$ cat config.mk
export PLATFORM = sky130hd
export DESIGN_NAME = alpu_tile
export DESIGN_NICKNAME = d
export VERILOG_FILES = /design/src/common/alpu_pkg.sv /design/src/operand_cache/cache_dp.sv /design/src/operand_cache/operand_cache.sv /design/src/source/alpu_exec.sv /design/src/source/alpu_tile.sv /design/src/source/instr_queue.sv
export SDC_FILE = /design/constraint.sdc
export NUM_CORES = 1
export LEC_CHECK = 0
export BUFFER_PORTS_ARGS = -buffer_cell sky130_fd_sc_hd__buf_2
export CAP_MARGIN = 20
export CORE_UTILIZATION = 63
export CTS_CLUSTER_DIAMETER = 50
export DETAILED_ROUTE_END_ITERATION = 12
export PLACE_DENSITY = 0.81
export SLEW_MARGIN = 25
export SYNTH_ARGS = -nofsm -noshare
export SYNTH_HDL_FRONTEND = slang
export SYNTH_SLANG_ARGS = --single-unit
$ cat constraint.sdc
create_clock -name clk -period 12.2 [get_ports clk]
set_input_delay 1.22 -clock clk [delete_from_list [all_inputs] [get_ports clk]]
set_output_delay 1.22 -clock clk [all_outputs]
set_load 0.005 [all_outputs]
$ cat src/common/alpu_pkg.sv
package alpu_pkg;

  // --------------------------------------------------------------------------
  // opcodes
  // --------------------------------------------------------------------------
  typedef enum logic [2:0] {
    op_add    = 3'd0,
    op_sub    = 3'd1,
    op_and    = 3'd2,
    op_or     = 3'd3,
    op_xor    = 3'd4,
    op_pass0  = 3'd5,  // forwards operand 0
    op_mul_lo = 3'd6   // low half of the product
  } alpu_op_e;

  // upper address bits that select the tile
  localparam int TILE_BITS = 2;

  // widest operand the evaluation supports, callers zero-extend and truncate
  localparam int MAX_DATA_WIDTH = 64;

  // --------------------------------------------------------------------------
  // evaluation
  // --------------------------------------------------------------------------
  // low bits of every result only depend on the low bits of the inputs,
  // so a narrow datapath can take the truncated result
  function automatic logic [MAX_DATA_WIDTH-1:0] alpu_eval(
    input alpu_op_e                  op,
    input logic [MAX_DATA_WIDTH-1:0] a,
    input logic [MAX_DATA_WIDTH-1:0] b
  );
    logic [MAX_DATA_WIDTH-1:0] r;
    case (op)
      op_add:    r = a + b;
      op_sub:    r = a - b;
      op_and:    r = a & b;
      op_or:     r = a | b;
      op_xor:    r = a ^ b;
      op_pass0:  r = a;
      op_mul_lo: r = a * b;  // product wraps to the word width
      default:   r = '0;     // unused encoding
    endcase
    return r;
  endfunction

endpackage

$ cat src/operand_cache/cache_dp.sv
`timescale 1ns/100ps

module cache_dp #(
  parameter int  IDX_BITS   = 2,
  parameter int  ADDR_WIDTH = 8,
  parameter type entry_t    = logic
) (
  input  logic                  clk,
  input  logic                  reset_n,
  // port a: write, read and consume
  input  logic [ADDR_WIDTH-1:0] addra_i,
  input  logic                  cea_i,
  input  logic                  wea_i,
  input  entry_t                wdata_i,
  output entry_t                rdataa_o,
  output logic                  rhita_o,
  input  logic                  consumea_i,
  // port b: read and consume
  input  logic [ADDR_WIDTH-1:0] addrb_i,
  input  logic                  ceb_i,
  output entry_t                rdatab_o,
  output logic                  rhitb_o,
  input  logic                  consumeb_i,
  output logic                  busy_o       // port a entry holds an unread token
);
  localparam int ENTRIES  = 1 << IDX_BITS;
  localparam int TAG_BITS = ADDR_WIDTH - IDX_BITS;

  logic [TAG_BITS-1:0] tag_q  [ENTRIES];
  entry_t              data_q [ENTRIES];
  logic [ENTRIES-1:0]  tok_q;             // token-valid flags
  logic [IDX_BITS-1:0] idx_a;
  logic [IDX_BITS-1:0] idx_b;
  logic [TAG_BITS-1:0] tag_a;
  logic [TAG_BITS-1:0] tag_b;
  logic                wr;

  assign idx_a = addra_i[IDX_BITS-1:0];
  assign tag_a = addra_i[ADDR_WIDTH-1:IDX_BITS];
  assign idx_b = addrb_i[IDX_BITS-1:0];
  assign tag_b = addrb_i[ADDR_WIDTH-1:IDX_BITS];
  assign wr    = cea_i & wea_i;

  // combinational lookups, hit needs tag match and an unread token
  assign rhita_o  = cea_i & tok_q[idx_a] & (tag_q[idx_a] == tag_a);
  assign rdataa_o = data_q[idx_a];
  assign rhitb_o  = ceb_i & tok_q[idx_b] & (tag_q[idx_b] == tag_b);
  assign rdatab_o = data_q[idx_b];
  assign busy_o   = tok_q[idx_a];

  // --------------------------------------------------------------------------
  // token flags, consume clears and a write sets
  // --------------------------------------------------------------------------
  always_ff @(posedge clk) begin
    if (!reset_n) begin
      tok_q <= '0;
    end else begin
      if (consumea_i)
        tok_q[idx_a] <= 1'b0;
      if (consumeb_i)
        tok_q[idx_b] <= 1'b0;
      if (wr)
        tok_q[idx_a] <= 1'b1;  // a write wins over a consume
    end
  end

  always_ff @(posedge clk) begin
    if (wr) begin
      tag_q[idx_a]  <= tag_a;
      data_q[idx_a] <= wdata_i;
    end
  end

  // writers must wait until the previous token at this entry was read
  assert property (@(posedge clk) disable iff (!reset_n) wr |-> !tok_q[idx_a]);

endmodule

$ cat src/operand_cache/operand_cache.sv
`timescale 1ns/100ps

module operand_cache import alpu_pkg::*; #(
  parameter int DATA_WIDTH = 16,
  parameter int ADDR_WIDTH = 8,
  parameter int ALPU_IDX   = 0,
  parameter int IDX_BITS   = 2
) (
  input  logic                  clk,
  input  logic                  reset_n,
  input  logic                  head_valid_i,
  input  logic [ADDR_WIDTH-1:0] head_src0_i,
  input  logic                  head_src0_valid_i,
  input  logic [ADDR_WIDTH-1:0] head_src1_i,
  input  logic                  head_src1_valid_i,
  input  logic [DATA_WIDTH-1:0] head_imm_i,
  input  logic                  exec_ready_i,
  output logic                  issue_o,
  output logic [DATA_WIDTH-1:0] op0_data_o,
  output logic [DATA_WIDTH-1:0] op1_data_o,
  input  logic                  res_valid_i,       // local results only
  input  logic [ADDR_WIDTH-1:0] res_addr_i,
  input  logic [DATA_WIDTH-1:0] res_data_i,
  output logic                  res_ready_o,
  input  logic [DATA_WIDTH-1:0] icon_w0_data_i,
  input  logic [ADDR_WIDTH-1:0] icon_w0_addr_i,
  input  logic                  icon_w0_valid_i,
  input  logic [DATA_WIDTH-1:0] icon_w1_data_i,
  input  logic [ADDR_WIDTH-1:0] icon_w1_addr_i,
  input  logic                  icon_w1_valid_i
);
  typedef struct packed {
    logic [DATA_WIDTH-1:0] data;
  } local_entry_t;

  typedef struct packed {
    logic [DATA_WIDTH-1:0] data;
    logic                  src;   // interconnect bus that wrote it
  } foreign_entry_t;

  logic                       lk0, lk1;        // operand needs a store lookup
  logic                       loc0, loc1;      // operand lives on this tile
  local_entry_t               ys_q;            // staging register
  logic [ADDR_WIDTH-1:0]      ys_addr_q;
  logic                       ys_valid_q;
  logic                       bank_sel_q;      // next local bank to write
  logic                       ys_hit0, ys_hit1;
  logic [1:0]                 l_wsel, l_wr, l_rda, l_hita, l_hitb, l_busy;
  logic [1:0][ADDR_WIDTH-1:0] l_addra;
  local_entry_t [1:0]         l_rdataa, l_rdatab;
  logic [1:0]                 f_wv, f_hita, f_hitb;
  logic [1:0][ADDR_WIDTH-1:0] f_waddr, f_addra;
  logic [1:0][DATA_WIDTH-1:0] f_wdata;
  foreign_entry_t [1:0]       f_rdataa, f_rdatab;
  logic [4:0]                 hit0, hit1;      // {staging, local banks, foreign banks}
  logic                       same_tok;

  assign lk0  = head_valid_i & head_src0_valid_i;
  assign lk1  = head_valid_i & head_src1_valid_i;
  assign loc0 = head_src0_i[ADDR_WIDTH-1 -: TILE_BITS] == TILE_BITS'(ALPU_IDX);
  assign loc1 = head_src1_i[ADDR_WIDTH-1 -: TILE_BITS] == TILE_BITS'(ALPU_IDX);

  // --------------------------------------------------------------------------
  // staging register, drains into the alternating local banks
  // --------------------------------------------------------------------------
  assign ys_hit0 = lk0 & loc0 & ys_valid_q & (ys_addr_q == head_src0_i);
  assign ys_hit1 = lk1 & loc1 & ys_valid_q & (ys_addr_q == head_src1_i);
  assign l_wsel  = {ys_valid_q & bank_sel_q, ys_valid_q & ~bank_sel_q};
  assign l_wr    = l_wsel & {2{~(issue_o & (ys_hit0 | ys_hit1))}};  // hit cancels write
  assign res_ready_o = ~ys_valid_q & ~(|l_busy);

  always_ff @(posedge clk) begin
    if (!reset_n) begin
      ys_valid_q <= 1'b0;
      bank_sel_q <= 1'b0;
    end else begin
      ys_valid_q <= res_valid_i & res_ready_o;  // held for one cycle only
      if (|l_wr)
        bank_sel_q <= ~bank_sel_q;
    end
  end

  always_ff @(posedge clk) begin
    if (res_valid_i && res_ready_o) begin
      ys_q.data <= res_data_i;
      ys_addr_q <= res_addr_i;
    end
  end

  // port a writes, checks the result entry, or reads op1; port b reads op0
  assign f_wv    = {icon_w1_valid_i, icon_w0_valid_i};
  assign f_waddr = {icon_w1_addr_i, icon_w0_addr_i};
  assign f_wdata = {icon_w1_data_i, icon_w0_data_i};

  for (genvar i = 0; i < 2; i++) begin : g_bank
    assign l_rda[i]   = ~l_wsel[i] & ~res_valid_i;
    assign l_addra[i] = l_wsel[i] ? ys_addr_q : (res_valid_i ? res_addr_i : head_src1_i);
    assign f_addra[i] = f_wv[i] ? f_waddr[i] : head_src1_i;

    cache_dp #(.IDX_BITS(IDX_BITS), .ADDR_WIDTH(ADDR_WIDTH), .entry_t(local_entry_t)) l_dp (
      .clk(clk), .reset_n(reset_n),
      .addra_i(l_addra[i]), .cea_i(l_wsel[i] | res_valid_i | (lk1 & loc1)),
      .wea_i(l_wr[i]), .wdata_i(ys_q), .rdataa_o(l_rdataa[i]), .rhita_o(l_hita[i]),
      .consumea_i(issue_o & l_hita[i] & l_rda[i]),
      .addrb_i(head_src0_i), .ceb_i(lk0 & loc0), .rdatab_o(l_rdatab[i]),
      .rhitb_o(l_hitb[i]), .consumeb_i(issue_o & l_hitb[i]), .busy_o(l_busy[i])
    );

    cache_dp #(.IDX_BITS(IDX_BITS), .ADDR_WIDTH(ADDR_WIDTH), .entry_t(foreign_entry_t)) f_dp (
      .clk(clk), .reset_n(reset_n),
      .addra_i(f_addra[i]), .cea_i(f_wv[i] | (lk1 & ~loc1)),
      .wea_i(f_wv[i]), .wdata_i('{data: f_wdata[i], src: 1'(i)}),
      .rdataa_o(f_rdataa[i]), .rhita_o(f_hita[i]),
      .consumea_i(issue_o & f_hita[i] & ~f_wv[i]),
      .addrb_i(head_src0_i), .ceb_i(lk0 & ~loc0), .rdatab_o(f_rdatab[i]),
      .rhitb_o(f_hitb[i]), .consumeb_i(issue_o & f_hitb[i]), .busy_o()
    );
  end

  // --------------------------------------------------------------------------
  // operand merge and issue
  // --------------------------------------------------------------------------
  assign hit0 = {ys_hit0, l_hitb, f_hitb};
  assign hit1 = {ys_hit1, l_hita & l_rda, f_hita & ~f_wv};  // write ports can't read

  always_comb begin
    op0_data_o = head_src0_valid_i ? '0 : head_imm_i;
    op1_data_o = head_src1_valid_i ? '0 : head_imm_i;
    if (ys_hit0)
      op0_data_o |= ys_q.data;
    if (ys_hit1)
      op1_data_o |= ys_q.data;
    for (int i = 0; i < 2; i++) begin
      if (hit0[2+i]) op0_data_o |= l_rdatab[i].data;
      if (hit0[i])   op0_data_o |= f_rdatab[i].data;
      if (hit1[2+i]) op1_data_o |= l_rdataa[i].data;
      if (hit1[i])   op1_data_o |= f_rdataa[i].data;
    end
  end

  // one token can't feed both operands
  assign same_tok = head_src0_valid_i & head_src1_valid_i & (head_src0_i == head_src1_i);
  assign issue_o  = head_valid_i & (~head_src0_valid_i | (|hit0))
                  & (~head_src1_valid_i | (|hit1)) & ~same_tok & exec_ready_i;

  // a token lives in exactly one store
  assert property (@(posedge clk) disable iff (!reset_n)
    head_valid_i |-> $onehot0(hit0) && $onehot0(hit1));

endmodule

$ cat src/source/alpu_exec.sv
`timescale 1ns/100ps

module alpu_exec import alpu_pkg::*; #(
  parameter int DATA_WIDTH = 16,
  parameter int ADDR_WIDTH = 8,
  parameter int ALPU_IDX   = 0
) (
  input  logic                  clk,
  input  logic                  reset_n,
  input  logic                  issue_i,
  input  alpu_op_e              op_i,
  input  logic [ADDR_WIDTH-1:0] dst_i,
  input  logic [DATA_WIDTH-1:0] op0_data_i,
  input  logic [DATA_WIDTH-1:0] op1_data_i,
  output logic                  exec_ready_o,
  // local result, back to the operand cache
  output logic                  res_valid_o,
  output logic [ADDR_WIDTH-1:0] res_addr_o,
  output logic [DATA_WIDTH-1:0] res_data_o,
  input  logic                  res_ready_i,
  // foreign result, no back-pressure
  output logic [DATA_WIDTH-1:0] icon_r0_data_o,
  output logic [ADDR_WIDTH-1:0] icon_r0_addr_o,
  output logic                  icon_r0_valid_o
);
  logic [MAX_DATA_WIDTH-1:0] eval_w;     // full-width evaluation
  logic [DATA_WIDTH-1:0]     data_q;
  logic [ADDR_WIDTH-1:0]     dst_q;
  logic                      loc_q;      // local result held
  logic                      for_q;      // foreign pulse
  logic                      dst_local;

  assign eval_w    = alpu_eval(op_i, MAX_DATA_WIDTH'(op0_data_i), MAX_DATA_WIDTH'(op1_data_i));
  assign dst_local = dst_i[ADDR_WIDTH-1 -: TILE_BITS] == TILE_BITS'(ALPU_IDX);

  // --------------------------------------------------------------------------
  // result register
  // --------------------------------------------------------------------------
  always_ff @(posedge clk) begin
    if (!reset_n) begin
      loc_q <= 1'b0;
      for_q <= 1'b0;
    end else begin
      for_q <= issue_i & ~dst_local;  // single-cycle pulse
      if (issue_i)
        loc_q <= dst_local;
      else if (res_ready_i)
        loc_q <= 1'b0;                // cache took it
    end
  end

  always_ff @(posedge clk) begin
    if (issue_i) begin
      data_q <= eval_w[DATA_WIDTH-1:0];
      dst_q  <= dst_i;
    end
  end

  assign exec_ready_o    = ~loc_q;     // stall while a local result waits
  assign res_valid_o     = loc_q;
  assign res_addr_o      = dst_q;
  assign res_data_o      = data_q;
  assign icon_r0_valid_o = for_q;
  assign icon_r0_addr_o  = dst_q;
  assign icon_r0_data_o  = data_q;

  // a refused local result stays put until the cache takes it
  assert property (@(posedge clk) disable iff (!reset_n)
    res_valid_o && !res_ready_i |=> res_valid_o && $stable(res_data_o) && $stable(res_addr_o));

endmodule

$ cat src/source/alpu_tile.sv
`timescale 1ns/100ps

module alpu_tile import alpu_pkg::*; #(
  parameter int DATA_WIDTH = 16,
  parameter int ADDR_WIDTH = 8,
  parameter int ALPU_IDX   = 0,
  parameter int IQ_DEPTH   = 4,
  parameter int IDX_BITS   = 2
) (
  input  logic                  clk,
  input  logic                  reset_n,
  input  logic                  instr_valid_i,
  output logic                  instr_ready_o,
  input  alpu_op_e              instr_op_i,
  input  logic [ADDR_WIDTH-1:0] instr_dst_i,
  input  logic [ADDR_WIDTH-1:0] instr_src0_i,
  input  logic                  instr_src0_valid_i,
  input  logic [ADDR_WIDTH-1:0] instr_src1_i,
  input  logic                  instr_src1_valid_i,
  input  logic [DATA_WIDTH-1:0] instr_imm_i,
  input  logic [DATA_WIDTH-1:0] icon_w0_data_i,
  input  logic [ADDR_WIDTH-1:0] icon_w0_addr_i,
  input  logic                  icon_w0_valid_i,
  input  logic [DATA_WIDTH-1:0] icon_w1_data_i,
  input  logic [ADDR_WIDTH-1:0] icon_w1_addr_i,
  input  logic                  icon_w1_valid_i,
  output logic [DATA_WIDTH-1:0] icon_r0_data_o,
  output logic [ADDR_WIDTH-1:0] icon_r0_addr_o,
  output logic                  icon_r0_valid_o
);
  // head of queue
  logic                  head_valid, head_src0_valid, head_src1_valid;
  alpu_op_e              head_op;
  logic [ADDR_WIDTH-1:0] head_dst, head_src0, head_src1;
  logic [DATA_WIDTH-1:0] head_imm;
  // issue and result path
  logic                  issue, exec_ready, res_valid, res_ready;
  logic [DATA_WIDTH-1:0] op0_data, op1_data, res_data;
  logic [ADDR_WIDTH-1:0] res_addr;

  instr_queue #(.DATA_WIDTH(DATA_WIDTH), .ADDR_WIDTH(ADDR_WIDTH), .IQ_DEPTH(IQ_DEPTH)) iq (
    .clk, .reset_n, .instr_valid_i, .instr_ready_o, .instr_op_i, .instr_dst_i,
    .instr_src0_i, .instr_src0_valid_i, .instr_src1_i, .instr_src1_valid_i, .instr_imm_i,
    .head_valid_o(head_valid), .head_op_o(head_op), .head_dst_o(head_dst),
    .head_src0_o(head_src0), .head_src0_valid_o(head_src0_valid),
    .head_src1_o(head_src1), .head_src1_valid_o(head_src1_valid),
    .head_imm_o(head_imm), .pop_i(issue)
  );

  operand_cache #(.DATA_WIDTH(DATA_WIDTH), .ADDR_WIDTH(ADDR_WIDTH), .ALPU_IDX(ALPU_IDX),
                  .IDX_BITS(IDX_BITS)) oc (
    .clk, .reset_n, .head_valid_i(head_valid), .head_src0_i(head_src0),
    .head_src0_valid_i(head_src0_valid), .head_src1_i(head_src1),
    .head_src1_valid_i(head_src1_valid), .head_imm_i(head_imm), .exec_ready_i(exec_ready),
    .issue_o(issue), .op0_data_o(op0_data), .op1_data_o(op1_data),
    .res_valid_i(res_valid), .res_addr_i(res_addr), .res_data_i(res_data),
    .res_ready_o(res_ready), .icon_w0_data_i, .icon_w0_addr_i, .icon_w0_valid_i,
    .icon_w1_data_i, .icon_w1_addr_i, .icon_w1_valid_i
  );

  alpu_exec #(.DATA_WIDTH(DATA_WIDTH), .ADDR_WIDTH(ADDR_WIDTH), .ALPU_IDX(ALPU_IDX)) ex (
    .clk, .reset_n, .issue_i(issue), .op_i(head_op), .dst_i(head_dst),
    .op0_data_i(op0_data), .op1_data_i(op1_data), .exec_ready_o(exec_ready),
    .res_valid_o(res_valid), .res_addr_o(res_addr), .res_data_o(res_data),
    .res_ready_i(res_ready), .icon_r0_data_o, .icon_r0_addr_o, .icon_r0_valid_o
  );

endmodule

$ cat src/source/instr_queue.sv
`timescale 1ns/100ps

module instr_queue import alpu_pkg::*; #(
  parameter int DATA_WIDTH = 16,
  parameter int ADDR_WIDTH = 8,
  parameter int IQ_DEPTH   = 4
) (
  input  logic                  clk,
  input  logic                  reset_n,
  input  logic                  instr_valid_i,
  output logic                  instr_ready_o,
  input  alpu_op_e              instr_op_i,
  input  logic [ADDR_WIDTH-1:0] instr_dst_i,
  input  logic [ADDR_WIDTH-1:0] instr_src0_i,
  input  logic                  instr_src0_valid_i,
  input  logic [ADDR_WIDTH-1:0] instr_src1_i,
  input  logic                  instr_src1_valid_i,
  input  logic [DATA_WIDTH-1:0] instr_imm_i,
  output logic                  head_valid_o,
  output alpu_op_e              head_op_o,
  output logic [ADDR_WIDTH-1:0] head_dst_o,
  output logic [ADDR_WIDTH-1:0] head_src0_o,
  output logic                  head_src0_valid_o,
  output logic [ADDR_WIDTH-1:0] head_src1_o,
  output logic                  head_src1_valid_o,
  output logic [DATA_WIDTH-1:0] head_imm_o,
  input  logic                  pop_i             // head issued this cycle
);
  localparam int PTR_BITS = (IQ_DEPTH > 1) ? $clog2(IQ_DEPTH) : 1;
  localparam int CNT_BITS = $clog2(IQ_DEPTH + 1);

  typedef struct packed {
    alpu_op_e              op;
    logic [ADDR_WIDTH-1:0] dst;
    logic [ADDR_WIDTH-1:0] src0;
    logic                  src0_valid;
    logic [ADDR_WIDTH-1:0] src1;
    logic                  src1_valid;
    logic [DATA_WIDTH-1:0] imm;
  } instr_t;

  instr_t              mem_q [IQ_DEPTH];  // payload, no reset
  logic [PTR_BITS-1:0] rd_ptr_q;
  logic [PTR_BITS-1:0] wr_ptr_q;
  logic [CNT_BITS-1:0] count_q;
  logic                ready_q;           // registered so it stays low in reset
  logic                push;
  logic [CNT_BITS-1:0] count_nxt;

  assign push      = instr_valid_i & ready_q;
  assign count_nxt = count_q + CNT_BITS'(push) - CNT_BITS'(pop_i);

  always_ff @(posedge clk) begin
    if (!reset_n) begin
      rd_ptr_q <= '0;
      wr_ptr_q <= '0;
      count_q  <= '0;
      ready_q  <= 1'b0;
    end else begin
      if (push)
        wr_ptr_q <= (wr_ptr_q == PTR_BITS'(IQ_DEPTH - 1)) ? '0 : wr_ptr_q + 1'b1;
      if (pop_i)
        rd_ptr_q <= (rd_ptr_q == PTR_BITS'(IQ_DEPTH - 1)) ? '0 : rd_ptr_q + 1'b1;
      count_q <= count_nxt;
      ready_q <= count_nxt != CNT_BITS'(IQ_DEPTH);  // room for one more
    end
  end

  always_ff @(posedge clk) begin
    if (push)
      mem_q[wr_ptr_q] <= '{instr_op_i, instr_dst_i, instr_src0_i, instr_src0_valid_i,
                           instr_src1_i, instr_src1_valid_i, instr_imm_i};
  end

  assign instr_ready_o     = ready_q;
  assign head_valid_o      = count_q != '0;
  assign head_op_o         = mem_q[rd_ptr_q].op;
  assign head_dst_o        = mem_q[rd_ptr_q].dst;
  assign head_src0_o       = mem_q[rd_ptr_q].src0;
  assign head_src0_valid_o = mem_q[rd_ptr_q].src0_valid;
  assign head_src1_o       = mem_q[rd_ptr_q].src1;
  assign head_src1_valid_o = mem_q[rd_ptr_q].src1_valid;
  assign head_imm_o        = mem_q[rd_ptr_q].imm;

  // the cache only issues a head that exists
  assert property (@(posedge clk) disable iff (!reset_n) pop_i |-> count_q != '0);

endmodule

==> flow_summary.ini <==
[run_status]
run_status = finished clean

[grt]
maximum_number_of_pins_on_one_net_before_global_route_repair = 56
global_route_wire_length_before_repair_mm = 157.0
grt_overflow_total = 0
grt.total_usage_pct = 39.02
grt_pass1_vias = 24150
antenna_found_initial = 20

[synthesis]
synth-seq-area-share_pct = 52.82
synth.area.top_cells = sky130_fd_sc_hd__edfxtp_1 51%, sky130_fd_sc_hd__mux4_2 11%, sky130_fd_sc_hd__fa_1 4.8%, sky130_fd_sc_hd__ha_1 3.8%, sky130_fd_sc_hd__nand2_1 2.7%
most_numerous_cell_in_the_yosys_netlist = sky130_fd_sc_hd__edfxtp_1
postSynthCellCount = 2543
netlist_area_um2 = 34110
synth_cell_types = 91
synth_top_cell_area_share_pct = 51.06
yosysWarningCount = 0
synth_edf_count = 580
synthesis.nets = 2827
synth.top_cells.by_count = 580 x sky130_fd_sc_hd__edfxtp_1, 249 x sky130_fd_sc_hd__nand2_1, 197 x sky130_fd_sc_hd__inv_1, 163 x sky130_fd_sc_hd__mux4_2, 135 x sky130_fd_sc_hd__nor2_1
ys_seq_elements = 610
proportion_of_synthesized_flip_flops_having_asynchronous_set_or_reset_pct = 0
synth_largest_area_cell = sky130_fd_sc_hd__edfxtp_1
ys_dominant_reg_cell = sky130_fd_sc_hd__edfxtp_1
syn_avg_cell_area_um2 = 13.41

[floorplanning]
chipHeight_um = 234.7
placementRows = 84
die-area_um2 = 55080
design.portCount = 124
width_of_the_die_um = 234.7
fp.coreArea_um2 = 53080
start_util_pct = 64.27

[final_layout]
post_route_utilization_pct = 71.22
finalInstanceArea_um2 = 37800
num-fill-cells = 3493
share_of_final_layout_standard_cells_stronger_than_drive_strength_1_pct = 20.23
area_delta_synth_final_pct = 10.82
finalNonFillerCells = 3417
final_net_count = 2949

[place]
gp_congestion = 0.9947
numPortBuffers = 123
pre_cts_ws_ns = 1.480
placedInstanceArea_um2 = 35600
post-place-cells = 3282
half_perimeter_wire_length_after_detailed_placement_mm = 72.96

[clocking]
clock_net_sink_count = 610
cts_buffer_depth = 3
postCtsSetupRepairBufs = 0
number_of_buffers_created_by_cts = 68
clock_tree.root_cell = sky130_fd_sc_hd__clkbuf_16
worst_skew_pair.late_latency_ns = 0.62
cts.hold.buffers_added = 0
clk_pin_slew_ns = 0.06
tritoncts = yes
cts_max_level = 3
cts-resized-gates = 0

[timing]
tns_ns = 0
final_min_period_over_clock_period_pct = 89.75
timing_max_transition_violations_final = 0
period_needed_ns = 10.95
setup_repair_after_global_routing_missed_its_margin = false
hold_slack_ns = 0.4487
setup_viol = 0
tightest_slew_ns = 1.144
slew_headroom_pct = 23.28
clock_skew_ns = 0.02942
timing.fmax_mhz = 91.33
hold_viol = 0
final.setup.worst_slack_ns = 1.251

[drt]
avgViaCountPerCell = 7.037
post_drt_wl_per_cell_um = 31.13
drt_pass1_iterations = 6
antenna_violating_nets_remaining = 0
remaining_drc_errors = 0
dr.first_iter.drc_count = 3812
finalWirelength_mm = 106.4
via_count = 24040

[worst_setup_path]
timing.critical_path.buf_inv = 7
critPathTopFamily = compound AO/OA/AOI/OAI gates
cp.arrival_ns = 11.31
critical_path.max_fanout = 25
cpPeakStageDelay_ns = 0.81
timing.critical_path.required_ns = 12.56
crit_slowest_cell = sky130_fd_sc_hd__dfxtp_1
path_common_cell = sky130_fd_sc_hd__inv_1
nature_of_the_critical_path_startpoint = flip-flop
crit_path_end_kind = flip-flop
crit_type = flip-flop to flip-flop

[power]
totalPowerFinal_mw = 8.088
power.clock.fraction_pct = 24.7
power_switching_share_pct = 38.50
p_comb_share_pct = 43.7
cell_internal_pwr_mw = 4.974
power.switching_mw = 3.113
power.density_cell_area_nw_per_um2 = 214.0
power.leakage_nw = 13.78
seq_power_share_pct = 31.6
max-vdd-ir-drop_mv = 0.2153

[run]
timing.max_cap.violations = 0

[hold_path]
hold_path.class = flip-flop to flip-flop
==> per-layer routing <==
layer	global-route usage [%]	wire length (um)
met1	53.69	38560
met2	58.47	47690
met3	12.07	15580
met4	15.45	4415
met5	0	124
==> power groups by stage <==
stage / Sequential, mW / Clock [mW] / Combinational, mW
2_1_floorplan: 2.55 / 0 / 2.40
6_report: 2.56 / 2.00 / 3.53
3_3_place_gp: 2.58 / 0 / 3.35
3_5_place_dp: 2.59 / 0 / 3.41
4_1_cts: 2.55 / 2.00 / 3.45
5_1_grt: 2.56 / 2.09 / 3.80
==> flip-flops by register name (all words and copies together) (netlist names), 2 cells and up, named ones only <==
| signal | flops |
|---|---|
| oc.g_bank.f_dp.data_q | 128 |
| iq.mem_q | 180 |
| iq.rd_ptr_q | 2 |
| oc.g_bank.l_dp.tok_q | 8 |
| ex.icon_r0_data_o | 16 |
| iq.wr_ptr_q | 2 |
| oc.ys_q | 16 |
| ex.icon_r0_addr_o | 8 |
| oc.g_bank.f_dp.tag_q | 48 |
| oc.g_bank.l_dp.data_q | 128 |
| oc.g_bank.l_dp.tag_q | 48 |
| oc.ys_addr_q | 8 |
| iq.count_q | 3 |
| oc.g_bank.f_dp.tok_q | 8 |
==> cells by family (layout without fill, tap and decap cells) <==
logic type | Yosys count | in the layout | share of synthesized area, %
other | 0 | 10 | 0
buffers and inverters | 348 | 524 | 4.233
multiplexers | 292 | 292 | 14.70
adder cells (fa/ha/maj) | 186 | 186 | 8.627
AND/OR/NAND/NOR | 612 | 612 | 8.389
flip-flops | 610 | 610 | 52.82
AO/OA/AOI/OAI | 380 | 380 | 8.074
XOR/XNOR | 115 | 115 | 3.158
==> cells in the final DEF (no fill, tap or decap), types with 10 or more instances in the layout <==
master / n
sky130_fd_sc_hd__a211oi_1: 11
sky130_fd_sc_hd__a21boi_0: 14
sky130_fd_sc_hd__a21oi_1: 66
sky130_fd_sc_hd__a221o_1: 10
sky130_fd_sc_hd__a221oi_1: 27
sky130_fd_sc_hd__a222oi_1: 11
sky130_fd_sc_hd__a22oi_1: 37
sky130_fd_sc_hd__a31oi_1: 22
sky130_fd_sc_hd__and3_1: 31
sky130_fd_sc_hd__buf_2: 123
sky130_fd_sc_hd__buf_4: 70
sky130_fd_sc_hd__clkbuf_1: 19
sky130_fd_sc_hd__clkbuf_16: 70
sky130_fd_sc_hd__clkinv_1: 12
sky130_fd_sc_hd__dfxtp_1: 28
sky130_fd_sc_hd__diode_2: 10
sky130_fd_sc_hd__edfxtp_1: 580
sky130_fd_sc_hd__fa_1: 82
sky130_fd_sc_hd__ha_1: 104
sky130_fd_sc_hd__inv_1: 196
sky130_fd_sc_hd__mux2_2: 41
sky130_fd_sc_hd__mux2i_1: 88
sky130_fd_sc_hd__mux4_2: 161
sky130_fd_sc_hd__nand2_1: 249
sky130_fd_sc_hd__nand2b_1: 10
sky130_fd_sc_hd__nand3_1: 48
sky130_fd_sc_hd__nand4_1: 15
sky130_fd_sc_hd__nor2_1: 130
sky130_fd_sc_hd__nor2b_1: 44
sky130_fd_sc_hd__nor3_1: 16
sky130_fd_sc_hd__o21a_1: 14
sky130_fd_sc_hd__o21ai_0: 50
sky130_fd_sc_hd__o221ai_1: 15
sky130_fd_sc_hd__o22ai_1: 15
sky130_fd_sc_hd__o31ai_1: 13
sky130_fd_sc_hd__xnor2_1: 87
sky130_fd_sc_hd__xor2_1: 22
==> layout make-up <==
cell class	instances	area (um2)	area share, %
Antenna cell	10	25.02	0.06620
Clock buffer	91	1851	4.895
Sequential cell	610	18020	47.68
Clock inverter	33	299.0	0.7911
Timing Repair Buffer	194	1169	3.091
Inverter	206	778.2	2.059
Tap cell	688	860.8	2.277
Multi-Input combinational cell	1585	14800	39.14
==> final timing paths <==
kind | startpoint | end | cells after the start | slack [ns]
worst max register to register | oc.ys_valid_q$_SDFF_PN0_ | ex.icon_r0_data_o[15]$_DFFE_PP_ | 35 | 1.25
worst min-delay path | ex.icon_r0_data_o[12]$_DFFE_PP_ | oc.ys_q[12]$_DFFE_PP_ | 0 | 0.45
worst max-delay path | oc.ys_valid_q$_SDFF_PN0_ | ex.icon_r0_data_o[15]$_DFFE_PP_ | 35 | 1.25
worst min register to register | ex.icon_r0_data_o[12]$_DFFE_PP_ | oc.ys_q[12]$_DFFE_PP_ | 0 | 0.45
(Power assumes the default switching activity.)
